==> config.mk <==
export PLATFORM = sky130hd
export DESIGN_NAME = io_register
export DESIGN_NICKNAME = d
export VERILOG_FILES = /design/src/source/stepper_pkg.sv /design/src/source/io_register.sv
export VERILOG_INCLUDE_DIRS = /design/src /design/src/include
export SDC_FILE = /design/constraint.sdc
export NUM_CORES = 1
export LEC_CHECK = 0
export ABC_CLOCK_PERIOD_IN_PS = 1800
export BUFFER_PORTS_ARGS = -buffer_cell sky130_fd_sc_hd__buf_2
export CAP_MARGIN = 30
export CORE_MARGIN = 5
export CORE_UTILIZATION = 41
export DETAILED_ROUTE_END_ITERATION = 10
export PLACE_DENSITY = 0.77
export SLEW_MARGIN = 10
export SYNTH_ARGS = -nofsm -noshare
export SYNTH_HDL_FRONTEND = slang
export SYNTH_SLANG_ARGS = --single-unit
==> constraint.sdc <==
create_clock -name clk_in -period 1.8 [get_ports clk_in]
set_clock_uncertainty 0.2 [all_clocks]
set_input_delay 0.36 -clock clk_in [delete_from_list [all_inputs] [get_ports clk_in]]
set_output_delay 0.36 -clock clk_in [all_outputs]
set_load 0.01 [all_outputs]
==> src/include/stepper_consts.svh <==
// bus width, memory map, io register offsets and step timing limits
`ifndef STEPPER_CONSTS_SVH
`define STEPPER_CONSTS_SVH

// bus word width in bits
`define DATA_WIDTH 32

// default data ram depth in words
`define RAM_WORDS 256

// address bit that moves an access into io space
`define IO_SEL_BIT 28

// io register byte offsets
`define REG_LED       4'h0
`define REG_MOTOR_CMD 4'h4
`define REG_STATUS    4'h8
`define REG_POSITION  4'hC

// shortest half period the step generator will run, in clock cycles
`define MIN_HALF_PERIOD 2

`endif

==> src/source/stepper_pkg.sv <==
// motor command struct and the union that reads a command word two ways
`include "stepper_consts.svh"

package stepper_pkg;

  // field view of a motor command word
  // enable sits in the top bit, reserved in the bottom two
  typedef struct packed {
    logic        enable;
    logic        dir;
    logic [11:0] half_period;
    logic [15:0] steps;
    logic [1:0]  reserved;
  } motor_cmd_t;

  // raw is the word as the bus wrote it, cmd is what the step generator decodes
  typedef union packed {
    logic [`DATA_WIDTH-1:0] raw;
    motor_cmd_t             cmd;
  } motor_cmd_u;

endpackage

==> src/source/io_register.sv <==
// led, motor command, status and position registers on the memory bus
`include "stepper_consts.svh"

module io_register (
  input  logic                    clk_in,
  input  logic                    rst_n,
  input  logic                    sel,
  input  logic [3:0]              addr,
  input  logic [`DATA_WIDTH-1:0]  wdata,
  input  logic [3:0]              wstrb,
  input  logic                    busy,
  input  logic [`DATA_WIDTH-1:0]  position,
  output logic [`DATA_WIDTH-1:0]  rdata,
  output logic                    ready,
  output logic [7:0]              leds,
  output logic                    start,
  output stepper_pkg::motor_cmd_u cmd
);

  logic [3:0] reg_off;
  logic       access;
  logic       write;
  logic       cmd_write;
  logic       rejected;

  // word offset, byte lanes ignored
  assign reg_off   = {addr[3:2], 2'b00};
  assign access    = sel && !ready;
  assign write     = access && (wstrb != 4'b0000);
  assign cmd_write = write && (reg_off == `REG_MOTOR_CMD);

  // bus handshake, one cycle after select
  always_ff @(posedge clk_in) begin
    if (!rst_n) begin
      ready <= 1'b0;
    end else begin
      ready <= access;
    end
  end

  // leds, start pulse and sticky reject flag
  always_ff @(posedge clk_in) begin
    if (!rst_n) begin
      leds     <= 8'h00;
      start    <= 1'b0;
      rejected <= 1'b0;
    end else begin
      start <= 1'b0;
      if (write && reg_off == `REG_LED && wstrb[0]) begin
        leds <= wdata[7:0];
      end
      // a move in progress drops the new command
      if (cmd_write) begin
        if (busy) begin
          rejected <= 1'b1;
        end else begin
          start <= 1'b1;
        end
      end
      // status read clears the reject flag
      if (access && !write && reg_off == `REG_STATUS) begin
        rejected <= 1'b0;
      end
    end
  end

  // command word, strobed bytes only, kept for read back
  always_ff @(posedge clk_in) begin
    if (cmd_write && !busy) begin
      for (int b = 0; b < 4; b++) begin
        if (wstrb[b]) begin
          cmd.raw[8*b +: 8] <= wdata[8*b +: 8];
        end
      end
    end
  end

  // read data captured with the ready edge
  always_ff @(posedge clk_in) begin
    if (access) begin
      case (reg_off)
        `REG_LED:       rdata <= {{(`DATA_WIDTH-8){1'b0}}, leds};
        `REG_MOTOR_CMD: rdata <= cmd.raw;
        `REG_STATUS:    rdata <= {{(`DATA_WIDTH-2){1'b0}}, rejected, busy};
        default:        rdata <= position;
      endcase
    end
  end

  // the step generator must be idle whenever a move is launched
  assert property (@(posedge clk_in) disable iff (!rst_n) start |-> !busy);

endmodule

# ---- After elaboration in Yosys (flattened, before gate mapping)
# Index checks and enable logic that the tools add are counted.
dict set report totals {
  register_bits 75
  input_bits 76
  wordCells 34
}
dict set report classes {
  eq_ne 2
  muxes 2
  n_bitwise 1
  n_reduce_logical 20
}
# op count
set ops {}
lappend ops {{one-hot mux 32 bit (3 select lines)} 1}
lappend ops {{AND reduction 2 bit} 6}
lappend ops {{logical AND 1 bit} 8}
lappend ops {{logical NOT 4 bit} 1}
lappend ops {{nonzero test 4 bit} 1}
lappend ops {{logical NOT 1 bit} 3}
lappend ops {{== test 2 x 1 -> 1 bit (second input constant)} 1}
lappend ops {{== test 2 bit (second input constant)} 1}
lappend ops {{OR reduction 2 bit} 1}
lappend ops {{two-way mux 1 bit} 1}
lappend ops {{NOT 1 bit} 1}

# ---- Depth between registers and ports, before layout
dict set report depth {
  word_depth 7
  ltp_mapped 5
}

# ---- Least setup slack after synthesis
# Ideal clock, no wire load.
dict set report synth_timing {
  path_kind {input to register}
  startpoint {input addr[2]}
  endpoint {register cmd[0] (netlist bit), enable pin}
  setup_ns 0.332
  arrival_time_ns 1.191
  required_time_ns 1.268
  setup_slack_ns 0.077
  path_stages 3
  n_path_buf 1
  cell_sequence {buf_2 > nor4b_2 > and2_1}
}
dict set report synth_between {
  elab_chain_cells 4
}
# element line_no
set synth_lines {}
lappend synth_lines {{start, declared} io_register.sv:8} ;# input logic [3:0] addr,
lappend synth_lines {{== test 2 x 1 -> 1 bit} -}
lappend synth_lines {{logical AND 1 bit} io_register.sv:30} ;# assign cmd_write = write && (reg_off == `REG_MOTOR_CMD);
lappend synth_lines {{logical AND 1 bit} io_register.sv:69} ;# if (cmd_write && !busy) begin
lappend synth_lines {{AND reduction 2 bit (no source line)} -}
lappend synth_lines {{end, declared} io_register.sv:17} ;# output stepper_pkg::motor_cmd_u cmd
# Every way passes these cells.
# A chain may end at the register's enable or synchronous reset.

# ---- Worst setup path after layout
dict set report layout_timing {
  startpoint {register ready}
  endpoint {register cmd[17] (netlist bit), enable pin}
}
dict set report layout_between {
  elab_chain_cells 6
}
# element line_no
set layout_lines {}
lappend layout_lines {{start, declared} io_register.sv:14} ;# output logic ready,
lappend layout_lines {{start signal, assigned} io_register.sv:37} ;# ready <= access;
lappend layout_lines {{logical NOT 1 bit} io_register.sv:28} ;# assign access = sel && !ready;
lappend layout_lines {{logical AND 1 bit} io_register.sv:28}
lappend layout_lines {{logical AND 1 bit} io_register.sv:29} ;# assign write = access && (wstrb != 4'b0000);
lappend layout_lines {{logical AND 1 bit} io_register.sv:30}
lappend layout_lines {{logical AND 1 bit} io_register.sv:69}
lappend layout_lines {{AND reduction 2 bit (no source line)} -}
# Every way passes these cells.

==> impl_metrics.env <==
export IMPL_grtUsageTotal_pct=16.9
export IMPL_peakVddDrop_v=0.000422
export IMPL_clockPowerShare_pct=33.5
export IMPL_maxSlewViolCount=0
export IMPL_clock_sinks=75
export IMPL_num_rows=31
export IMPL_synth_edf_count=64
export IMPL_pre_cts_slack_ns=-0.0535
export IMPL_worstHoldStart="wdata[0]"
export IMPL_die_area_um2=9260
export IMPL_drive_above_1_share_pct=47.0
export IMPL_whs_endpoint="cmd[0]$_DFFE_PP_"
export IMPL_r2r_cells=5
export IMPL_syn_area_um2=3050
export IMPL_rsz0062_at_grt="no"
export IMPL_setup_violations=0
export IMPL_worstMarginPinSlew_ns=0.388
export IMPL_die_width_um=96.2
export IMPL_core_area_um2=7250
export IMPL_hold_viol=0
export IMPL_critPathArrivalTime_ns=1.53
export IMPL_ant_nets=0
export IMPL_synth_nets=275
export IMPL_sw_frac_of_total_pct=22.2
export IMPL_p_int_mw=2.79
export IMPL_p_leak_nw=1.93
export IMPL_crit_type="reg -> reg"
export IMPL_clkTransAtPathRegs_ns=0.07
export IMPL_ioPinCount=150
export IMPL_fin_nets=460
export IMPL_gp_congestion=0.825
export IMPL_final_common_cell="buf_2"
export IMPL_r2r_setup_slack_ns=0.12
export IMPL_syn_to_final_growth_pct=46.1
export IMPL_cap_violations=0
export IMPL_drt_wirelength_per_cell_um=16.2
export IMPL_synth_cells=199
export IMPL_grt_overflow=0
export IMPL_final_setup_tns_ns=0
export IMPL_finalWorstSetupSlack_ns=0.123
export IMPL_pwr_share_seq_pct=55.0
export IMPL_avgSynthCellArea_um2=15.3
export IMPL_finalCriticalPeriod_ns=1.68
export IMPL_first_pass_iters=4
export IMPL_cts_setup_buffers=0
export IMPL_cts_buffers=9
export IMPL_worst_hold_path_num_cells=1
export IMPL_p_sw_uw=794
export IMPL_htree_num_levels=3
export IMPL_fp_dieH_um=96.2
export IMPL_grt_pass1_wl_um=11700
export IMPL_combPwrFrac_pct=11.5
export IMPL_cp_max_fo=5
export IMPL_grt_pass1_vias=2388
export IMPL_outcome="finished, final reports clean"
export IMPL_timing_final_crit_share_pct=93.2
export IMPL_ys_seq_area_share_pct=70.3
export IMPL_synth_top_flop_cell="edfxtp_1"
export IMPL_drt_iter0_drc=53
export IMPL_route_detailed_drc=0
export IMPL_cts_buffer_depth=2
export IMPL_initial_core_util_pct=42.0
export IMPL_grt_max_degree=37
export IMPL_timing_rr_start="ready$_SDFF_PN0_"
export IMPL_worst_setup_path_end_kind="flip-flop"
export IMPL_viasPerCell=4.71
export IMPL_cp_start_kind="flip-flop"
export IMPL_ys_ff_latch=75
export IMPL_cp_startpoint="ready$_SDFF_PN0_"
export IMPL_hold_path_class="in -> reg"
export IMPL_dp_hpwl_um=5810
export IMPL_relSlewSlack_pct=74.1
export IMPL_port_buffers=147
export IMPL_fmax_mhz=596
export IMPL_power_density_nw_per_um2=804
export IMPL_worstPathRequired_ns=1.65
export IMPL_synth_cell_type_count=27
export IMPL_final_cell_mix="buf_2 (147), edfxtp_1 (64), mux2i_1 (30)"
export IMPL_async_flop_share_pct=0
export IMPL_vias=2303
export IMPL_r2r_end="cmd[17]$_DFFE_PP_"
export IMPL_routed_wl_um=7930
export IMPL_clock_latency_ns=0.33
export IMPL_cts_root_buffer="clkbuf_8"
export IMPL_antenna_found_initial=1
export IMPL_cts_tree="yes"
export IMPL_ys_warn_count=0
[kinds of logic after synthesis]
kind of cell           Yosys count  share of synthesized area (%)
AO/OA/AOI/OAI                   25                           5.13
AND/OR/NAND/NOR                 53                           11.1
multiplexers                    32                           11.3
buffers and inverters           14                           2.13
flip-flops                      75                           70.3
[power by group through the flow]
stage                     sequential, mW  clock, mW  combinational [mW]
after floorplan                     2.04          0               0.141
after global placement              2.01          0               0.361
after detailed placement            2.01          0               0.368
after CTS                           1.97       1.24               0.413
after global routing                1.98       1.31               0.449
final                               1.97       1.20               0.411
[synth_stat cells, types with 2 or more instances]
| master | count | area [um2] |
|---|---|---|
| edfxtp_1 | 64 | 1920 |
| mux2i_1 | 30 | 300 |
| nor2b_1 | 24 | 150 |
| o21ai_1 | 14 | 70.1 |
| dfxtp_1 | 11 | 220 |
| a21boi_1 | 8 | 60.1 |
| nand3_1 | 8 | 40.0 |
| and2_1 | 6 | 37.5 |
| clkbuf_1 | 6 | 22.5 |
| nand2_1 | 6 | 22.5 |
| buf_2 | 4 | 20.0 |
| buf_4 | 2 | 15.0 |
| mux4_2 | 2 | 45.0 |
[worst max-delay path by stage]
| stage | to | slack (ns) |
|---|---|---|
| global route | cmd[17]$_DFFE_PP_ | 0.03 |
| finish | cmd[17]$_DFFE_PP_ | 0.12 |
| global placement | cmd[23]$_DFFE_PP_ | -0.08 |
| detailed placement | cmd[17]$_DFFE_PP_ | -0.05 |
| floorplan | cmd[0]$_DFFE_PP_ | 0.08 |
| CTS | cmd[16]$_DFFE_PP_ | 0.03 |
[critical path: stages, from the launching register on]
cell      delay, ns
dfxtp_1        0.32
nand2b_1       0.16
nor4b_2        0.22
buf_4          0.16
and2_2         0.21
buf_4          0.14
[registers in the layout, summed over array words and instances (netlist names)]
name and count:
cmd 32, leds 8, rdata 32, ready 1, rejected 1, start 1
[through the flow]
stage | instances | power, mW | cell area (um2) | utilization, % | hold WS, ns
2_1_floorplan | 199 | 2.18 | 3050 | - | 0.240
3_3_place_gp | 447 | 2.37 | 4020 | 55.4 | 0.261
3_5_place_dp | 447 | 2.38 | 4020 | 55.4 | 0.275
4_1_cts | 488 | 3.62 | 4450 | 61.4 | 0.00216
5_1_grt | 489 | 3.73 | 4450 | 61.4 | 0.00746
6_report | 489 | 3.58 | 4450 | 61.4 | 0.0186
[layer usage]
layer,wire (um),share of wire [%],GRT usage [%]
met1,3090,39,20.1
met2,4180,53,30.1
met3,527,6.6,3.05
met4,139,1.8,6.99
met5,0,0,0
[final cells by class]
type                       count  area, um2
antenna                        1       2.50
clock buffer                   9        124
clock inverter                 7       58.8
fill                         603       2800
inverter                       2       7.51
multi-input combinational    110        842
sequential                    75       2140
tap                           99        124
timing repair buffer         186       1150
[repair_timing]
| item | 4_1_cts | 5_1_grt |
|---|---|---|
| hold buffers | 25 | 0 |
| hold endpoints to repair | 25 | 0 |
| gates resized for setup | 0 | 1 |
| setup endpoints to repair | 0 | 8 |
No activity file was read; power rests on OpenSTA's default activity.
