[src/include/stepper_consts.svh]
// bus width, memory map, io register offsets and step timing limits
`ifndef STEPPER_CONSTS_SVH
`define STEPPER_CONSTS_SVH

// bus word width in bits
`define DATA_WIDTH 32

// default data ram depth in words
`define RAM_WORDS 256

// address bit that moves an access into io space
`define IO_SEL_BIT 28

// io register byte offsets
`define REG_LED       4'h0
`define REG_MOTOR_CMD 4'h4
`define REG_STATUS    4'h8
`define REG_POSITION  4'hC

// shortest half period the step generator will run, in clock cycles
`define MIN_HALF_PERIOD 2

`endif

[src/source/stepper_pkg.sv]
// motor command struct and the union that reads a command word two ways
`include "stepper_consts.svh"

package stepper_pkg;

  // field view of a motor command word
  // enable sits in the top bit, reserved in the bottom two
  typedef struct packed {
    logic        enable;
    logic        dir;
    logic [11:0] half_period;
    logic [15:0] steps;
    logic [1:0]  reserved;
  } motor_cmd_t;

  // raw is the word as the bus wrote it, cmd is what the step generator decodes
  typedef union packed {
    logic [`DATA_WIDTH-1:0] raw;
    motor_cmd_t             cmd;
  } motor_cmd_u;

endpackage

[src/source/step_generator.sv]
// step pulse sequencer with phase timer, step counter and signed position
`include "stepper_consts.svh"

module step_generator (
  input  logic                    clk_in,
  input  logic                    rst_n,
  input  logic                    start,
  input  stepper_pkg::motor_cmd_u cmd,
  output logic                    step,
  output logic                    dir,
  output logic                    drv_en,
  output logic                    busy,
  output logic [`DATA_WIDTH-1:0]  position
);

  import stepper_pkg::*;

  motor_cmd_t             new_cmd;
  logic [11:0]            half_req;
  logic [11:0]            half_q;
  logic [11:0]            timer;
  logic [15:0]            remaining;
  logic [`DATA_WIDTH-1:0] pos_up;
  logic [`DATA_WIDTH-1:0] pos_dn;
  logic                   launch;

  assign new_cmd = cmd.cmd;
  assign launch  = start && !busy;

  // clamp short half periods up to the minimum
  assign half_req = (new_cmd.half_period < 12'(`MIN_HALF_PERIOD)) ?
                    12'(`MIN_HALF_PERIOD) : new_cmd.half_period;

  // two's complement position, wraps like the bus word
  assign pos_up = position + 1'b1;
  assign pos_dn = position - 1'b1;

  // half period of the running move
  always_ff @(posedge clk_in) begin
    if (launch) begin
      half_q <= half_req;
    end
  end

  // pulse sequencer
  // first high phase starts on the launch edge
  always_ff @(posedge clk_in) begin
    if (!rst_n) begin
      step      <= 1'b0;
      dir       <= 1'b0;
      drv_en    <= 1'b0;
      busy      <= 1'b0;
      position  <= '0;
      timer     <= '0;
      remaining <= '0;
    end else if (launch) begin
      dir       <= new_cmd.dir;
      drv_en    <= new_cmd.enable;
      remaining <= new_cmd.steps;
      timer     <= half_req - 12'd1;
      // zero steps only updates dir and enable
      if (new_cmd.steps != 16'd0) begin
        busy     <= 1'b1;
        step     <= 1'b1;
        position <= new_cmd.dir ? pos_up : pos_dn;
      end
    end else if (busy) begin
      if (timer != 12'd0) begin
        timer <= timer - 12'd1;
      end else if (step) begin
        // high phase done
        step  <= 1'b0;
        timer <= half_q - 12'd1;
      end else if (remaining == 16'd1) begin
        // last low phase done
        busy      <= 1'b0;
        remaining <= 16'd0;
      end else begin
        step      <= 1'b1;
        timer     <= half_q - 12'd1;
        remaining <= remaining - 16'd1;
        position  <= dir ? pos_up : pos_dn;
      end
    end
  end

  assert property (@(posedge clk_in) disable iff (!rst_n) !busy |-> !step);

endmodule

[config.mk]
export PLATFORM = sky130hd
export DESIGN_NAME = step_generator
export DESIGN_NICKNAME = d
export VERILOG_FILES = /design/src/source/stepper_pkg.sv /design/src/source/step_generator.sv
export VERILOG_INCLUDE_DIRS = /design/src /design/src/include
export SDC_FILE = /design/constraint.sdc
export NUM_CORES = 1
export LEC_CHECK = 0
export ABC_AREA = 1
export ABC_CLOCK_PERIOD_IN_PS = 2700
export BUFFER_PORTS_ARGS = -buffer_cell sky130_fd_sc_hd__buf_2
export CAP_MARGIN = 10
export CORE_MARGIN = 5
export CORE_UTILIZATION = 49
export DETAILED_ROUTE_END_ITERATION = 12
export PLACE_DENSITY = 0.71
export SYNTH_ARGS = -nofsm -noshare
export SYNTH_HDL_FRONTEND = slang
export SYNTH_SLANG_ARGS = --single-unit
[constraint.sdc]
create_clock -name clk_in -period 2.7 [get_ports clk_in]
set_clock_uncertainty 0.1 [all_clocks]
set_input_delay 0 -clock clk_in [delete_from_list [all_inputs] [get_ports clk_in]]
set_output_delay 0 -clock clk_in [all_outputs]
set_load 0.01 [all_outputs]
Word-level counts from Yosys, hierarchy flattened:

Cells that the tools add are included.

* input port bits: 35
* word-level logic and storage cells: 59
* flip-flop bits (word level): 76
* output and inout port bits: 36

* mux-type cells: 29
* order comparisons: 1
* equal/unequal tests: 6
* reduce and logical (&&, ||, !) cells: 9
* $add $sub $neg: 6

Operators with widths (count)
* $mux 32: 8
* $mux 16: 5
* $mux 12: 6
* $sub 12x1->12 const B: 3
* $add 32x1->32 const B: 1
* $sub 32x1->32 const B: 1
* $eq 16x1->1 const B: 1
* $reduce_bool 16->1: 1
* $sub 16x1->16 const B: 1
* $lt 12x2->1 const B: 1
* $reduce_bool 12->1: 1
* $mux 1: 10
* $reduce_and 3->1: 2
* $reduce_and 5->1: 1
* $ne 2x1->1 const B: 2
* $ne 2x2->1 const B: 2
* $ne 4x4->1 const B: 1
* $reduce_and 2->1: 1
* $reduce_bool 2->1: 1
* $logic_and 1x1->1: 1
* $logic_not 1->1: 1

Depth between registers and ports, before layout:

Gate-level depths: netlist (run 1).

* word-level depth: 7
* mapped depth: 16
* gate-level depth less buffers: 15

Worst setup path after synthesis (run 1):

No wires, ideal clock.

* path type: register -> register
* start: reg busy
* end: reg half_q[0] (enable)
* path slack: 744 ps
* clock period less this slack: 1956 ps
* buffers on the path: 3
* setup time: 381 ps
* cell stages (with the launch flop): 7
* required time: 2219 ps
* data arrival time: 1475 ps
* cell sequence: dfxtp_1 -> inv_2 -> nand2_2 -> inv_1 -> buf_2 -> buf_2 -> buf_1

* cells in the longest elaborated chain, start to end: 2

Ends and longest elaborated chain
* start, declared: RTL line step_generator.sv:12 `output logic busy,`
* start signal, assigned: RTL line step_generator.sv:52 `busy <= 1'b0;`
* start signal, assigned: RTL line step_generator.sv:63 `busy <= 1'b1;`
* start signal, assigned: RTL line step_generator.sv:76 `busy <= 1'b0;`
* $logic_not 1->1: RTL line step_generator.sv:28 `assign launch = start && !busy;`
* $logic_and 1x1->1: RTL line step_generator.sv:28
* net launch: RTL line step_generator.sv:25 `logic launch;`
* end signal, assigned: RTL line step_generator.sv:41 `half_q <= half_req;`
* end, declared: RTL line step_generator.sv:20 `logic [11:0] half_q;`

The timed path passes the listed nets, and every way through them passes these cells.
A chain may end at the register's enable or synchronous reset.

Worst setup path after layout (run 1):

* start: reg timer[3]
* end: reg remaining[3]

* cells in the longest elaborated chain, start to end: 3

Ends and longest elaborated chain
* start, declared: RTL line step_generator.sv:21 `logic [11:0] timer;`
* start signal, assigned: RTL line step_generator.sv:60 `timer <= half_req - 12'd1;`
* start signal, assigned: RTL line step_generator.sv:69 `timer <= timer - 12'd1;`
* start signal, assigned: RTL line step_generator.sv:73 `timer <= half_q - 12'd1;`
* $reduce_bool 12->1: RTL line step_generator.sv:68 `if (timer != 12'd0) begin`
* $ne 2x2->1 (no line)
* $reduce_and 3->1 (no line)
* end signal, assigned: RTL line step_generator.sv:59 `remaining <= new_cmd.steps;`
* end signal, assigned: RTL line step_generator.sv:81 `remaining <= remaining - 16'd1;`
* end, declared: RTL line step_generator.sv:22 `logic [15:0] remaining;`

Every way passes these cells.

==> results.sh, run 1 <==
export IMPL_leakage_uw=0.00274
export IMPL_topRoutingLayerUsed="met4"
export IMPL_dp_hpwl_um=10100
export IMPL_layout_commonest_cell="nand2_1"
export IMPL_start_util=0.505
export IMPL_synthArstFlopShare=0
export IMPL_slew_headroom=0.470
export IMPL_worstPathRequired_ns=2.81
export IMPL_hp_class="input port to register"
export IMPL_fin_setup_tns_ns=0
export IMPL_drt_initial_drc_count=401
export IMPL_syn_nets=837
export IMPL_syn_area_um2=4990
export IMPL_met1_length_um=6130
export IMPL_die_height_um=111
export IMPL_cell_internal_pwr_uw=2120
export IMPL_die_x_um=111
export IMPL_multi_input_area_um2=2820
export IMPL_finalHoldViolCount=0
export IMPL_floorplan_core_area_um2=9860
export IMPL_final_period_utilization=0.862
export IMPL_gp_congestion=0.909
export IMPL_ys_flop_type="dfxtp_1"
export IMPL_fp_dieArea_um2=12300
export IMPL_critPathCaptureType="register"
export IMPL_ios=71
export IMPL_rsz0062_at_grt="no"
export IMPL_p_clk_frac=0.254
export IMPL_synth_seq_cells=76
export IMPL_antenna_left=0
export IMPL_route_met2_wl_um=6790
export IMPL_cts_clk_slew_worst_paths_ns=0.09
export IMPL_status="completed"
export IMPL_max_stage_delay_ns=0.44
export IMPL_crit_fanout=20
export IMPL_rows=36
export IMPL_cts_root_buf="clkbuf_8"
export IMPL_setup_violations_final=0
export IMPL_synth_edff_count=12
export IMPL_seq_area_frac_synth=0.329
export IMPL_drc_errors=0
export IMPL_numCtsBuffers=9
export IMPL_syn_to_final_growth_pct=18.2
export IMPL_critical_path_class="register to register"
export IMPL_grt_max_degree=43
export IMPL_finalCriticalPeriod_ns=2.33
export IMPL_layout_common_cells="nand2_1, nor2_1, inv_1, nand3_1, buf_2"
export IMPL_irDropWorstVdd_uv=323
export IMPL_grt_pass1_wl_um=24200
export IMPL_track_usage=0.232
export IMPL_powerDensity_nw_per_um2=584
export IMPL_synthDistinctLibCells=43
export IMPL_crit_arrival_ns=2.44
export IMPL_power_frac_seq=0.406
export IMPL_tightest_slew_ns=0.795
export IMPL_io_buffers=68
export IMPL_wirelength_um=14100
export IMPL_cts_tree="built"
export IMPL_syn_avg_cell_area_um2=6.26
export IMPL_clock_latency_ns=0.36
export IMPL_post_route_util=0.597
export IMPL_maxCapViolCount=0
export IMPL_nets=919
export IMPL_swShare=0.383
export IMPL_switchingPower_uw=1320
export IMPL_h_tree_depth=3
export IMPL_grt_remaining_overflow=0
export IMPL_crit_chain="or2_1, nor2_4, nand2_2, nor3_1, nor2_1, inv_1, o21ai_0, nand2_1, a31oi_1"
export IMPL_via_per_inst=5.35
export IMPL_dr_pass1_iters=6
export IMPL_seq_area_um2=1640
export IMPL_place_area_um2=5410
export IMPL_cp_start_kind="register"
export IMPL_met3RoutedLength_um=877
export IMPL_netlist_instances=797
export IMPL_routedWlPerCell_um=13.9
export IMPL_worst_path_max_delay_cell="inv_1"
export IMPL_final_setup_worst_slack_ns=0.371
export IMPL_postCtsSetupBuffers=0
export IMPL_cts_buffer_depth=2
export IMPL_grt_antenna_before_repair=0
export IMPL_layout_drive_gt1_share=0.129
export IMPL_slew_violations=0
export IMPL_num_antenna_cells=0
export IMPL_final_area_um2=5890
export IMPL_cts_num_sinks=76
export IMPL_post_place_ws_ns=0.427
export IMPL_p_comb_frac=0.340
export IMPL_fmax_ghz=0.429
export IMPL_fill_cells=958
export IMPL_synth_warnings=0
export IMPL_vias=5437
export IMPL_grt_pass1_vias=5228
==> power by group through the flow <==
| stage | logic, uW | registers (uW) | clock network, uW |
|---|---|---|---|
| after floorplan | 827 | 1410 | 0 |
| after global placement | 1100 | 1420 | 0 |
| after detailed placement | 1120 | 1420 | 0 |
| after CTS | 1160 | 1390 | 893 |
| after global routing | 1330 | 1420 | 942 |
| final | 1170 | 1400 | 874 |
==> sequential cells by signal, summed over array words and instances, names as in the netlist <==
name / count
position: 32
remaining: 16
half_q: 12
timer: 12
busy: 1
dir: 1
drv_en: 1
step: 1
==> final cells by class <==
cell class / count / area share
sequential: 76 / 0.279
inverter: 91 / 0.0580
tap: 133 / 0.0282
clock inverter: 6 / 0.0108
multi-input combinational: 592 / 0.478
clock buffer: 10 / 0.0217
timing repair buffer: 109 / 0.124
==> critical path: cells and delay by family, from the launching register on <==
family	cells	cell delay, ns
and+or+nand+nor	6	1.05
buffers and inverters	1	0.44
DFF	1	0.33
AOI/OAI and AO/OA	2	0.25
==> timing repair <==
| item | 4_1_cts | 5_1_grt |
|---|---|---|
| gates resized for setup | 0 | 0 |
| hold buffers | 29 | 0 |
| endpoints found under the hold margin | 30 | 0 |
==> metal layers <==
layer  track usage  vias up
li1              -     2766
met1         0.287     2451
met2         0.396      189
met3        0.0497       31
met4        0.0805        0
met5             0        -
==> final timing paths <==
kind	start	slack, ns	end	cells past startpoint
max	timer[3]	0.37	remaining[3]	9
min reg2reg	remaining[5]	0.37	remaining[5]	2
max reg2reg	timer[3]	0.37	remaining[3]	9
min	cmd[30]	0.07	dir	4
==> synthesized netlist by cell type (12+ instances only) <==
library cell | instances | area [um^2]
nand2_1 | 165 | 619
nand3_1 | 81 | 405
buf_2 | 13 | 65.1
nand4_1 | 16 | 100
nor2_1 | 139 | 522
nor3_1 | 14 | 70.1
inv_1 | 90 | 338
clkbuf_1 | 17 | 63.8
edfxtp_1 | 12 | 360
dfxtp_1 | 64 | 1280
o21ai_0 | 50 | 250
a21oi_1 | 56 | 280
==> through the flow <==
step	std cells	hold slack (ns)	total power, uW
final	1017	0.0654	3440
after global routing	1017	0.107	3690
after CTS	1017	0.0580	3450
after detailed placement	972	0.105	2540
after global placement	972	0.104	2510
after floorplan	797	0.0431	2230
==> logic make-up after synthesis <==
| group | synth area share |
|---|---|
| compound gates | 0.143 |
| flops | 0.329 |
| fa+ha+maj | 0.0125 |
| simple gates | 0.391 |
| buf+inv | 0.106 |
| xor+xnor | 0.0193 |
Note: power is estimated with default switching activity, not from simulation.
==> run 2: changes to the inputs <==
--- a/config.mk
+++ b/config.mk
@@ -10,10 +10,11 @@
 export ABC_CLOCK_PERIOD_IN_PS = 2700
 export BUFFER_PORTS_ARGS = -buffer_cell sky130_fd_sc_hd__buf_2
 export CAP_MARGIN = 10
-export CORE_MARGIN = 5
+export CORE_MARGIN = 2
 export CORE_UTILIZATION = 49
 export DETAILED_ROUTE_END_ITERATION = 12
 export PLACE_DENSITY = 0.71
+export SLEW_MARGIN = 10
 export SYNTH_ARGS = -nofsm -noshare
 export SYNTH_HDL_FRONTEND = slang
 export SYNTH_SLANG_ARGS = --single-unit
==> run 2 against run 1 <==
  * Global-route usage up 3.4 points
  * Sequential cell count is the same
  * Critical path type unchanged
  * Maximum frequency fell by 2.4%
  * Setup slack got worse by 0.057 ns
  * Non-clock buffer count grew 4
  * Clock-buffer cell count up 3
  * Via count grew 1.2%
  * Core utilization rose by 0.20 points
==> results.sh, run 2 (same netlist as run 1, synthesis figures left out) <==
export IMPL_grt_pass1_vias=5233
export IMPL_p_clk_frac=0.235
export IMPL_fin_setup_tns_ns=0
export IMPL_dr_pass1_iters=6
export IMPL_seq_area_um2=1640
export IMPL_finalCriticalPeriod_ns=2.39
export IMPL_layout_drive_gt1_share=0.131
export IMPL_hp_class="input port to register"
export IMPL_powerDensity_nw_per_um2=573
export IMPL_fmax_ghz=0.419
export IMPL_rows=36
export IMPL_cts_num_sinks=76
export IMPL_via_per_inst=5.39
export IMPL_critical_path_class="register to register"
export IMPL_status="completed"
export IMPL_post_place_ws_ns=0.327
export IMPL_max_flop_register="position"
export IMPL_use_met2=0.439
export IMPL_grtUsageMet1=0.333
export IMPL_cts_root_buf="clkbuf_8"
export IMPL_antenna_left=0
export IMPL_clock_latency_ns=0.38
export IMPL_reg_top3="position x32, remaining x16"
export IMPL_grt_busiest_layer="met2"
export IMPL_use_met3=0.0593
export IMPL_hold_buffers=30
export IMPL_syn_to_final_growth_pct=18.0
export IMPL_multi_input_area_um2=2820
export IMPL_maxCapViolCount=0
export IMPL_fill_cells=1014
export IMPL_ios=71
export IMPL_switchingPower_uw=1320
export IMPL_start_util=0.508
export IMPL_irDropWorstVdd_uv=379
export IMPL_grt_pass1_wl_um=24200
export IMPL_rsz0062_at_grt="no"
export IMPL_routedWlPerCell_um=13.7
export IMPL_io_buffers=68
export IMPL_slew_headroom=0.470
export IMPL_setup_violations_final=0
export IMPL_tightest_slew_ns=0.794
export IMPL_dp_hpwl_um=9940
export IMPL_crit_fanout=27
export IMPL_postCtsSetupBuffers=0
export IMPL_leakage_uw=0.00275
export IMPL_layout_commonest_cell="nand2_1"
export IMPL_final_setup_worst_slack_ns=0.314
export IMPL_numCtsBuffers=9
export IMPL_die_height_um=105
export IMPL_fp_dieArea_um2=11000
export IMPL_cts_resized_gates=0
export IMPL_vias=5501
export IMPL_crit_arrival_ns=2.60
export IMPL_drc_errors=0
export IMPL_cts_buffer_depth=2
export IMPL_floorplan_core_area_um2=9820
export IMPL_gp_congestion=0.939
export IMPL_grt_remaining_overflow=0
export IMPL_cts_tree="built"
export IMPL_worstPathRequired_ns=2.92
export IMPL_p_comb_frac=0.350
export IMPL_power_frac_seq=0.415
export IMPL_h_tree_depth=3
export IMPL_num_antenna_cells=0
export IMPL_grt_antenna_before_repair=0
export IMPL_grt_max_degree=43
export IMPL_die_x_um=105
export IMPL_finalHoldViolCount=0
export IMPL_final_period_utilization=0.884
export IMPL_cp_start_kind="register"
export IMPL_drt_initial_drc_count=265
export IMPL_layout_common_cells="nand2_1, nor2_1, inv_1, nand3_1, buf_2"
export IMPL_track_usage=0.265
export IMPL_critPathCaptureType="register"
export IMPL_largest_reg_flops=32
export IMPL_cts_clk_slew_worst_paths_ns=0.08
export IMPL_nets=923
export IMPL_wirelength_um=14000
export IMPL_swShare=0.391
export IMPL_slew_violations=0
export IMPL_cell_internal_pwr_uw=2050
run 2: cell count changes in the layout (fill, tap and decap cells not counted):
cell           change
dlygate4sd3_1      +1
clkinv_1           -1
buf_4              +4
bufinv_16          -1
buf_12             -1
inv_6              -1
clkinv_4           -1
clkinvlp_4         -1
clkinv_2           +2
clkbuf_8           +1
clkbuf_1           +2
run 2: critical path: stages (launching register included):
cell and delay [ns]:
dfxtp_1 0.34, inv_2 0.09, nand2_2 0.11, inv_1 0.24, buf_4 0.26, nor2_1 0.10, nor2_4 0.51, buf_4 0.29
nand2_1 0.09, nand2_1 0.06, nand2_1 0.04, nor2_1 0.08
run 2: path summary, 6_finish.rpt:
kind / depth (start not counted) / to / slack (ns) / from
max: 11 / position[26] / 0.31 / busy
min: 4 / dir / 0.06 / cmd[30]
max reg2reg: 11 / position[26] / 0.31 / busy
min reg2reg: 2 / remaining[5] / 0.37 / remaining[5]
run 2: routing by layer:
metal	routed length, um	up-vias	part of all wire
met5	0	-	0
met1	6090	2488	0.43
met3	967	35	0.069
li1	-	2776	-
met4	370	0	0.026
met2	6600	202	0.47
run 2: cell type report:
cell class,instances,share of cell area
Sequential cell,76,0.279
Clock buffer,13,0.0253
Clock inverter,3,0.00255
Timing Repair Buffer,113,0.128
Inverter,91,0.0580
Tap cell,133,0.0283
Multi-Input combinational cell,592,0.479
run 2: power groups by stage:
stage / Sequential [uW] / Clock, uW / Combinational, uW
final: 1400 / 792 / 1180
after global placement: 1420 / 0 / 1100
after global routing: 1420 / 846 / 1350
after detailed placement: 1420 / 0 / 1130
after CTS: 1400 / 805 / 1170
after floorplan: 1410 / 0 / 827
run 2: stage by stage:
step                hold WS [ns]   util  power [uW]  cells  cell area (um^2)
floorplan                 0.0431      -        2230    797              4990
global placement           0.101  0.552        2520    975              5420
detailed placement         0.105  0.552        2550    975              5420
CTS                       0.0561  0.599        3370   1021              5880
global route               0.108  0.599        3610   1021              5880
finish                    0.0640  0.599        3370   1021              5880
