File: config.mk
export PLATFORM = sky130hd
export DESIGN_NAME = bus_fabric
export DESIGN_NICKNAME = d
export VERILOG_FILES = /design/src/source/bus_fabric.sv
export VERILOG_INCLUDE_DIRS = /design/src /design/src/include
export SDC_FILE = /design/constraint.sdc
export NUM_CORES = 1
export LEC_CHECK = 0
export ABC_CLOCK_PERIOD_IN_PS = 2760
export BUFFER_PORTS_ARGS = -buffer_cell sky130_fd_sc_hd__clkbuf_2
export CELL_PAD_IN_SITES_DETAIL_PLACEMENT = 0
export CELL_PAD_IN_SITES_GLOBAL_PLACEMENT = 1
export CORE_ASPECT_RATIO = 1.75
export CORE_MARGIN = 5
export CORE_UTILIZATION = 12
export CTS_CLUSTER_DIAMETER = 150
export DETAILED_ROUTE_END_ITERATION = 10
export PLACE_DENSITY_LB_ADDON = 0.1
export SLEW_MARGIN = 30
export SYNTH_ARGS = -nofsm -noshare
export SYNTH_HDL_FRONTEND = slang
export SYNTH_SLANG_ARGS = --single-unit
File: constraint.sdc
create_clock -name clk_in -period 2.76 [get_ports clk_in]
set_clock_uncertainty 0.15 [all_clocks]
set_input_delay 0.552 -clock clk_in [delete_from_list [all_inputs] [get_ports clk_in]]
set_output_delay 0.552 -clock clk_in [all_outputs]
set_load 0.02 [all_outputs]
File: src/include/stepper_consts.svh
// bus width, memory map, io register offsets and step timing limits
`ifndef STEPPER_CONSTS_SVH
`define STEPPER_CONSTS_SVH

// bus word width in bits
`define DATA_WIDTH 32

// default data ram depth in words
`define RAM_WORDS 256

// address bit that moves an access into io space
`define IO_SEL_BIT 28

// io register byte offsets
`define REG_LED       4'h0
`define REG_MOTOR_CMD 4'h4
`define REG_STATUS    4'h8
`define REG_POSITION  4'hC

// shortest half period the step generator will run, in clock cycles
`define MIN_HALF_PERIOD 2

`endif

File: src/source/bus_fabric.sv
// address decode, held target select, read data mux and unmapped responder
`include "stepper_consts.svh"

module bus_fabric (
  input  logic                   clk_in,
  input  logic                   rst_n,
  input  logic                   mem_valid,
  input  logic [31:0]            mem_addr,
  input  logic [`DATA_WIDTH-1:0] ram_rdata,
  input  logic                   ram_ready,
  input  logic [`DATA_WIDTH-1:0] io_rdata,
  input  logic                   io_ready,
  output logic                   ram_sel,
  output logic                   io_sel,
  output logic [`DATA_WIDTH-1:0] mem_rdata,
  output logic                   mem_ready
);

  logic hit_ram;
  logic hit_io;
  logic unmap_sel;
  logic unmap_ready;
  logic req_active;

  // ram below the io bit, io only in its first sixteen bytes
  assign hit_ram = (mem_addr[31:`IO_SEL_BIT] == '0);
  assign hit_io  = (mem_addr[31:`IO_SEL_BIT+1] == '0) && mem_addr[`IO_SEL_BIT]
                   && (mem_addr[`IO_SEL_BIT-1:4] == '0);

  assign req_active = ram_sel | io_sel | unmap_sel;

  // target register, one select per request until its ready returns
  always_ff @(posedge clk_in) begin
    if (!rst_n || mem_ready) begin
      ram_sel   <= 1'b0;
      io_sel    <= 1'b0;
      unmap_sel <= 1'b0;
    end else if (mem_valid && !req_active) begin
      ram_sel   <= hit_ram;
      io_sel    <= hit_io;
      unmap_sel <= !hit_ram && !hit_io;
    end
  end

  // unmapped space answers itself one cycle after select
  always_ff @(posedge clk_in) begin
    if (!rst_n) begin
      unmap_ready <= 1'b0;
    end else begin
      unmap_ready <= unmap_sel && !unmap_ready;
    end
  end

  // return path from the served target
  // unmapped reads fall through to zero
  assign mem_rdata = ram_sel ? ram_rdata :
                     io_sel  ? io_rdata  : '0;
  assign mem_ready = (ram_sel && ram_ready) || (io_sel && io_ready) || unmap_ready;

  assert property (@(posedge clk_in) disable iff (!rst_n)
    $onehot0({ram_sel, io_sel, unmap_sel}));
  assert property (@(posedge clk_in) disable iff (!rst_n) mem_ready |-> mem_valid);

endmodule

# Word level (Yosys, flattened, before mapping)
# Index checks and enable logic that the tools add are counted.
dict set report op_classes {
  muxes 2
  bitwise 2
  n_reduce_logical 18
}
# operator n
set ops {}
lappend ops {{32-bit two-way mux} 2}
lappend ops {{24-bit zero test} 1}
lappend ops {{1-bit logical AND} 7}
lappend ops {{1-bit zero test} 5}
lappend ops {{4-bit zero test} 1}
lappend ops {{3-bit zero test} 1}
lappend ops {{1-bit logical OR} 3}
lappend ops {{1-bit bitwise OR} 2}
dict set report word_totals {
  ff_bits 4
  inputBits 101
  out_inout_bits 35
  word_cells 26
}

# Logic depth before layout (Yosys ltp)
# Gate-level depths: netlist (run 1).
dict set report depth {
  word_depth 5
  ltp_mapped 5
  ltp_nobuf 4
}

# Worst setup path before layout (run 1)
# Ideal clock, no wire load.
dict set report synth_timing {
  path_type {register to output}
  start {register io_sel}
  end {output mem_rdata[0]}
  arrival_ps 1204
  required_time_ps 2058
  slack_ps 854
  path_stages_with_launch 5
  n_path_buf 2
  path_cell_list {dfxtp_1 -> nor2b_1 -> buf_2 -> buf_2 -> a22o_1}
}
dict set report synth_via {
  elab_chain_len 2
}
# element line_no
set synth_lines {}
lappend synth_lines {{from (decl)} bus_fabric.sv:14} ;# output logic io_sel,
lappend synth_lines {{from (signal assigned)} bus_fabric.sv:40} ;# io_sel <= hit_io;
lappend synth_lines {{32-bit two-way mux} bus_fabric.sv:57} ;# io_sel ? io_rdata : '0;
lappend synth_lines {{32-bit two-way mux} bus_fabric.sv:56} ;# assign mem_rdata = ram_sel ? ram_rdata :
lappend synth_lines {{to (decl)} bus_fabric.sv:15} ;# output logic [`DATA_WIDTH-1:0] mem_rdata,
# Every way passes these cells.

# Final worst setup path (run 1)
dict set report layout_timing {
  start {register ram_sel}
  end {output mem_rdata[14]}
}
dict set report layout_via {
  elab_chain_len 1
}
# element line_no
set layout_lines {}
lappend layout_lines {{from (decl)} bus_fabric.sv:13} ;# output logic ram_sel,
lappend layout_lines {{from (signal assigned)} bus_fabric.sv:39} ;# ram_sel <= hit_ram;
lappend layout_lines {{32-bit two-way mux} bus_fabric.sv:56}
# Every way passes these cells.

==> results of run 1 <==
-- flip-flops by register name, summed over array words and instances (netlist names) --
signal	count
ram_sel	1
unmap_sel	1
io_sel	1
unmap_ready	1
-- final cells by class --
cell class / instances / area (um^2)
Fill cell: 526 / 3352
Clock buffer: 3 / 41.29
Timing Repair Buffer: 133 / 670.6
Tap cell: 52 / 65.06
Sequential cell: 4 / 80.08
Inverter: 1 / 3.754
Multi-Input combinational cell: 57 / 452.9
-- final timing paths --
check	from	slack, ns	cells after the start	end
setup / recovery	ram_sel$_SDFFE_PP0P_	0.49	3	mem_rdata[14]
setup reg to reg	ram_sel$_SDFFE_PP0P_	1.34	3	io_sel$_SDFFE_PP0P_
hold / removal	unmap_sel$_SDFFE_PP0P_	0.34	2	unmap_sel$_SDFFE_PP0P_
hold reg to reg	unmap_sel$_SDFFE_PP0P_	0.34	2	unmap_sel$_SDFFE_PP0P_
-- placed cells by master (no fill, tap or decap), types with 2 or more instances in the layout --
master / n
buf_4: 2
dfxtp_1: 4
clkbuf_2: 131
clkbuf_8: 3
nor3_1: 2
nand4_1: 2
a22o_1: 32
nor4_1: 5
nor2_1: 3
nand2_1: 2
nor4b_1: 2
-- stage by stage --
step                hold slack [ns]  setup slack, ns    util  cell area, um^2
floorplan                    0.2931           0.8537       -            576.8
global placement             0.3308           0.7217  0.2727             1272
detailed placement           0.3372           0.6747  0.2727             1272
CTS                          0.3422           0.4450  0.2816             1314
global route                 0.3714           0.3881  0.2816             1314
finish                       0.3388           0.4922  0.2816             1314
-- per-layer routing --
layer	track usage	vias up	part of all wire
met4	0.03105	0	0.015
met2	0.1941	85	0.55
met1	0.07595	484	0.29
met3	0.05105	6	0.14
li1	-	554	-
met5	0	-	0
-- kinds of logic after synthesis --
logic type / after synthesis / share of synthesized area
DFF: 4 / 0.1388
and+or+nand+nor: 21 / 0.2278
AOI/OAI and AO/OA: 36 / 0.5531
buffers and inverters: 9 / 0.08025
-- where the power goes --
group	total, mW	internal, mW	switching [mW]
clock	0.122	0.0928	0.0289
sequential	0.0648	0.0616	0.00324
combinational	0.101	0.0628	0.0385
-- critical path, delay by kind of cell (launching register included) --
family / cells / cell delay, ns
DFF: 1 / 0.61
buffers and inverters: 2 / 0.53
AOI/OAI and AO/OA: 1 / 0.21
==> flow_summary.ini, run 1 <==
[status]
status = finished clean

[place]
dp.cells = 247
portBuffers = 131
hpwl_um = 3071
gp_congestion = 0.7071

[floorplanning]
initial_core_util = 0.1236
std_cell_rows = 33
die_w_um = 62.41
core_mm2 = 0.004666
die_area_mm2 = 0.006348
pin_count = 136
die_y_um = 101.7

[timing]
max_slew_margin = 0.6782
fmax_ghz = 0.4409
setup_violations = 0
tightest_slew_ns = 0.4820
period_needed_ns = 2.268
rsz0062_at_grt = no
finalMaxSlewViolations = 0
finalCritPeriodShare = 0.8217
tns_ns = 0
hold_violations = 0

[clock_tree]
numCtsBuffers = 3
cts_tree = done
cts_setup_buffers = 0
postCtsHoldBufs = 0
cts-resized-gates = 0
clkTransAtPathRegs_ns = 0.03
root_buffer = clkbuf_8
clock_path_buffers = 2
clk_latency_ns = 0.22
htreeDepth = 1
clock-sinks = 4

[worst_setup_path]
arrival_ns = 1.57
path_cells = buf_4 > a22o_1 > clkbuf_2
slowest_delay_ns = 0.61
cp-end-kind = output pin
critPathLaunchType = register
crit_path_top_delay_cell = dfxtp_1
cp_max_fo = 25
cp.required_ns = 2.06
crit_type = reg2out

[pwr]
p_per_area_mw_per_mm2 = 219.1
leakagePower_nw = 0.7965
peakVddDrop_v = 0.0001700
power_mw = 0.2878

[yosys]
synth_edf_count = 0
ys_ff_latch = 4
avgSynthCellArea_um2 = 8.240
synthFlopType = dfxtp_1
synth_top_area_share = 0.4859
synth_area_um2 = 576.8
yosysSeqAreaShare = 0.1388
ys_types = 21
synth.most_common_cell = a22o_1
synth_area_leader_cell = a22o_1
netlist_instances = 70
synth_warnings = 0
synthArstFlopShare = 0
synth_area_leaders = a22o_1 (49%), dfxtp_1 (14%), nor4_1 (5.4%), buf_2 (3.5%), nor4b_1 (3.0%)
syn_nets = 171
synth_commonest_cells = a22o_1 (32), nor4_1 (5), buf_2 (4), dfxtp_1 (4)

[global_routing]
grt_use_total = 0.09604
grt_pass1_wl_um = 5030
grt_max_degree = 33
grt_pass1_vias = 1124
grt-ovfl-total = 0
antenna_found_initial = 0

[cells_and_area]
layout.cells.non_filler = 250
layout.nets = 301
antenna_cells = 0
area_delta_synth_final_pct = 127.8
drive_gt1_frac = 0.7071

[route]
drt-pass1-iter-count = 3
drt-total-wl_um = 3393
vias = 1129
wl_per_cell_um = 13.57
initialDrtViolationCount = 16
route.detailed.drc = 0
avgViaCountPerCell = 4.516
ant_nets = 0

[flow_run]
max_cap_viol_count = 0

[worst_hold_path]
hold_path.class = reg2reg
Note: power is estimated with default switching activity, not from simulation.
==> run 2, diff against run 1 <==
ABC_CLOCK_PERIOD_IN_PS = 1910   (was 2760)
CORE_UTILIZATION = 10   (was 12)
clock period = 1.91 ns   (was 2.76 ns; I/O delays follow)
==> flow_summary.ini, run 2 (synthesis gave the netlist of run 1 again) <==
[clock_tree]
root_buffer = clkbuf_8
cts-resized-gates = 1
clk_latency_ns = 0.22
htreeDepth = 1
cts_setup_buffers = 0
postCtsHoldBufs = 0
numCtsBuffers = 3
clock_path_buffers = 2
clkTransAtPathRegs_ns = 0.03
cts_tree = done
clock-sinks = 4

[worst_setup_path]
rr_startpoint = io_sel$_SDFFE_PP0P_
cp-startpoint = ram_sel$_SDFFE_PP0P_
cp_max_fo = 32
cp.required_ns = 1.38
path_cells = nor2b_2 > buf_12 > a22o_1 > clkbuf_2
critPathLaunchType = register
crit_path_top_delay_cell = dfxtp_2
crit_type = reg2out
arrival_ns = 1.27
slowest_delay_ns = 0.35
cp-end-kind = output pin
path_delay_family = buffers and inverters
path_buf_inv = 2

[flow_run]
max_cap_viol_count = 0

[cells_and_area]
antenna_cells = 0
n_fill_cell = 659
final_cell_mix = clkbuf_2 (131), a22o_1 (32), nor4_1 (5)
drive_gt1_frac = 0.7150
layout.cells.non_filler = 276
layout.nets = 303
final_common_cell = clkbuf_2
area_delta_synth_final_pct = 138.6

[global_routing]
grt_pass1_wl_um = 5602
grt-ovfl-total = 0
grt_use_total = 0.09520
antenna_found_initial = 0
grt_max_degree = 33
grt_pass1_vias = 1166

[timing]
finalMaxSlewViolations = 0
fmax_ghz = 0.5545
setup_violations = 0
fin_ws_ns = 0.1066
tightest_slew_ns = 0.3876
rsz0062_at_grt = no
hold_violations = 0
hold_ws_ns = 0.2788
period_needed_ns = 1.803
finalCritPeriodShare = 0.9442
tns_ns = 0
max_slew_margin = 0.7392

[place]
gp_congestion = 0.7674
portBuffers = 131
dpl_worst_slack_ns = 0.1918
hpwl_um = 3439
dp.cells = 273

[floorplanning]
die_y_um = 110.5
die_w_um = 67.41
pin_count = 136
std_cell_rows = 36
die_area_mm2 = 0.007447
initial_core_util = 0.1033
core_mm2 = 0.005585

[pwr]
p_per_area_mw_per_mm2 = 308.3
peakVddDrop_v = 0.0002563
leakagePower_nw = 0.8113

[worst_hold_path]
hp-start = rst_n
hold_path.class = in2reg

[route]
drt-total-wl_um = 3820
vias = 1107
ant_nets = 0
wl_per_cell_um = 13.84
route.detailed.drc = 0
initialDrtViolationCount = 31
drt-pass1-iter-count = 4
avgViaCountPerCell = 4.011

[status]
status = finished clean
[run 2: metal layers]
metal | part of all wire | track usage | up-vias
met5 | 0 | 0 | -
met4 | 0.036 | 0.04336 | 0
met3 | 0.11 | 0.02236 | 11
met2 | 0.52 | 0.1767 | 91
met1 | 0.33 | 0.09398 | 448
li1 | - | - | 557
[run 2: worst paths after layout]
kind	to	slack (ns)	cells after the start
setup / recovery	mem_rdata[24]	0.11	4
hold / removal	ram_sel$_SDFFE_PP0P_	0.28	3
setup reg to reg	io_sel$_SDFFE_PP0P_	0.58	4
hold reg to reg	unmap_sel$_SDFFE_PP0P_	0.35	2
[run 2: worst reg2reg max path, cell delays in order (launching register included)]
cell and delay (ns):
dfxtp_1 0.30, buf_4 0.15, a221oi_2 0.34, nand2_1 0.11, o21ba_1 0.22
[run 2: cell type report]
class	count	area [um^2]	share of cell area
clock buffer	3	41.29	0.03000
inverter	1	3.754	0.002727
timing repair buffer	135	701.9	0.5100
tap	76	95.09	0.06909
multi-input combinational	57	452.9	0.3291
sequential	4	81.33	0.05909
[run 2: power breakdown]
group	internal, mW	leakage, nW	total, mW	switching [mW]
sequential	0.0890	0.0332	0.0938	0.00478
combinational	0.0916	0.757	0.150	0.0581
clock	0.135	0.0216	0.181	0.0463
total	0.315	0.811	0.424	0.109
[run 2: metrics by stage]
| stage | util | power, mW | instance area (um^2) |
|---|---|---|---|
| after floorplan | - | 0.1324 | 576.8 |
| after global placement | 0.2381 | 0.2428 | 1330 |
| after detailed placement | 0.2381 | 0.2451 | 1330 |
| after CTS | 0.2462 | 0.4286 | 1375 |
| after global routing | 0.2464 | 0.4512 | 1376 |
| final | 0.2464 | 0.4243 | 1376 |
==> run 3, diff against run 2 <==
BUFFER_PORTS_ARGS = -buffer_cell sky130_fd_sc_hd__buf_2   (was -buffer_cell sky130_fd_sc_hd__clkbuf_2)
==> flow_summary.ini, run 3 (synthesis gave the netlist of run 1 again) <==
[clock_tree]
postCtsHoldBufs = 0
clk_latency_ns = 0.21
clock-sinks = 4
clkTransAtPathRegs_ns = 0.03
clock_path_buffers = 2
htreeDepth = 1
numCtsBuffers = 3
root_buffer = clkbuf_8
cts_tree = done
cts_setup_buffers = 0

[worst_setup_path]
slowest_delay_ns = 0.37
r2r_slack_ns = 0.65
path_delay_family = flip-flops
rr_startpoint = ram_sel$_SDFFE_PP0P_
cp-startpoint = io_sel$_SDFFE_PP0P_
arrival_ns = 1.28
cp-end-kind = output pin
crit_path_top_delay_cell = dfxtp_4
cp.required_ns = 1.38
crit_type = reg2out
ff2ff_path_depth = 3
critPathLaunchType = register
critical_path_depth = 4
cp_max_fo = 16
path_cells = nor2b_4 > clkbuf_16 > a22o_1 > buf_2
path_buf_inv = 2
reg2reg_to = io_sel$_SDFFE_PP0P_
timing.critical_path.to = mem_rdata[4]

[cells_and_area]
stdcell_area_mm2 = 0.001403
layout.nets = 303
final_common_cell = buf_2
fin_util = 0.2511
area_delta_synth_final_pct = 143.2
antenna_cells = 0
drive_gt1_frac = 0.7200
final_cell_mix = buf_2 (131), a22o_1 (32), nor4_1 (5), nor2_1 (3), clkbuf_8 (3)

[route]
vias = 1124
route.detailed.drc = 0
ant_nets = 0
wl_per_cell_um = 14.24
drt-total-wl_um = 3930
initialDrtViolationCount = 24
avgViaCountPerCell = 4.072
drt-pass1-iter-count = 4

[place]
hpwl_um = 3387
portBuffers = 131
dpl_worst_slack_ns = 0.1882
gp_congestion = 0.7808
placed_area_mm2 = 0.001323

[timing]
finalMaxSlewViolations = 0
hold_violations = 0
fmax_ghz = 0.5524
fin_ws_ns = 0.09969
tns_ns = 0
finalCritPeriodShare = 0.9478
max_slew_margin = 0.7341
rsz0062_at_grt = no
setup_violations = 0
period_needed_ns = 1.810
hold_ws_ns = 0.2962
tightest_slew_ns = 0.3953

[flow_run]
max_cap_viol_count = 0

[floorplanning]
die_y_um = 110.5
std_cell_rows = 36
core_mm2 = 0.005585
initial_core_util = 0.1033
pin_count = 136
die_w_um = 67.41
die_area_mm2 = 0.007447

[global_routing]
grt_use_total = 0.08960
antenna_found_initial = 0
grt_pass1_vias = 1091
grt_pass1_wl_um = 5216
grt_max_degree = 33
grt-ovfl-total = 0

[worst_hold_path]
hold_path.class = in2reg
whs_path_depth = 3

[pwr]
leakagePower_nw = 0.8287
peakVddDrop_v = 0.0001710
p_per_area_mw_per_mm2 = 295.5

[status]
status = finished clean
[run 3: area by class of cell]
class / instances / area, um^2
Sequential cell: 4 / 85.08
Timing Repair Buffer: 135 / 719.4
Fill cell: 647 / 4183
Multi-Input combinational cell: 57 / 457.9
Clock buffer: 3 / 41.29
Inverter: 1 / 3.754
Tap cell: 76 / 95.09
[run 3: report_power, final]
part	switching, mW	internal (mW)	total (mW)
logic	0.0582	0.0911	0.149
registers	0.00440	0.0876	0.0920
clock network	0.0393	0.134	0.173
[run 3: worst min path at each step]
| stage | slack [ns] | start | endpoint |
|---|---|---|---|
| final | 0.30 | rst_n | unmap_sel$_SDFFE_PP0P_ |
| after global routing | 0.31 | rst_n | ram_sel$_SDFFE_PP0P_ |
| after detailed placement | 0.33 | unmap_sel$_SDFFE_PP0P_ | unmap_sel$_SDFFE_PP0P_ |
| after CTS | 0.29 | rst_n | unmap_sel$_SDFFE_PP0P_ |
| after floorplan | 0.29 | unmap_sel$_SDFFE_PP0P_ | unmap_sel$_SDFFE_PP0P_ |
| after global placement | 0.33 | unmap_sel$_SDFFE_PP0P_ | unmap_sel$_SDFFE_PP0P_ |
[run 3: what timing repair did]
action / CTS / global route
endpoints found under the hold margin: 0 / 0
setup endpoints to repair: 32 / 14
gates cloned: 0 / 1
gates resized for setup: 2 / 3
[run 3: routing by layer]
layer	global-route usage	vias up	part of all wire
li1	-	558	-
met1	0.08170	470	0.33
met2	0.1781	90	0.54
met3	0.01931	6	0.11
met4	0.03388	0	0.022
met5	0	-	0
[run 3: worst reg2reg max path, cell delays in order, from the launching register on]
cell and delay, ns:
dfxtp_2 0.36, a221oi_2 0.36, nand2_1 0.11, o21ba_1 0.21
[run 3: per-stage QoR]
step	std cells	power, mW
floorplan	70	0.1324
global placement	272	0.2422
detailed placement	272	0.2444
CTS	275	0.4237
global route	276	0.4420
finish	276	0.4145
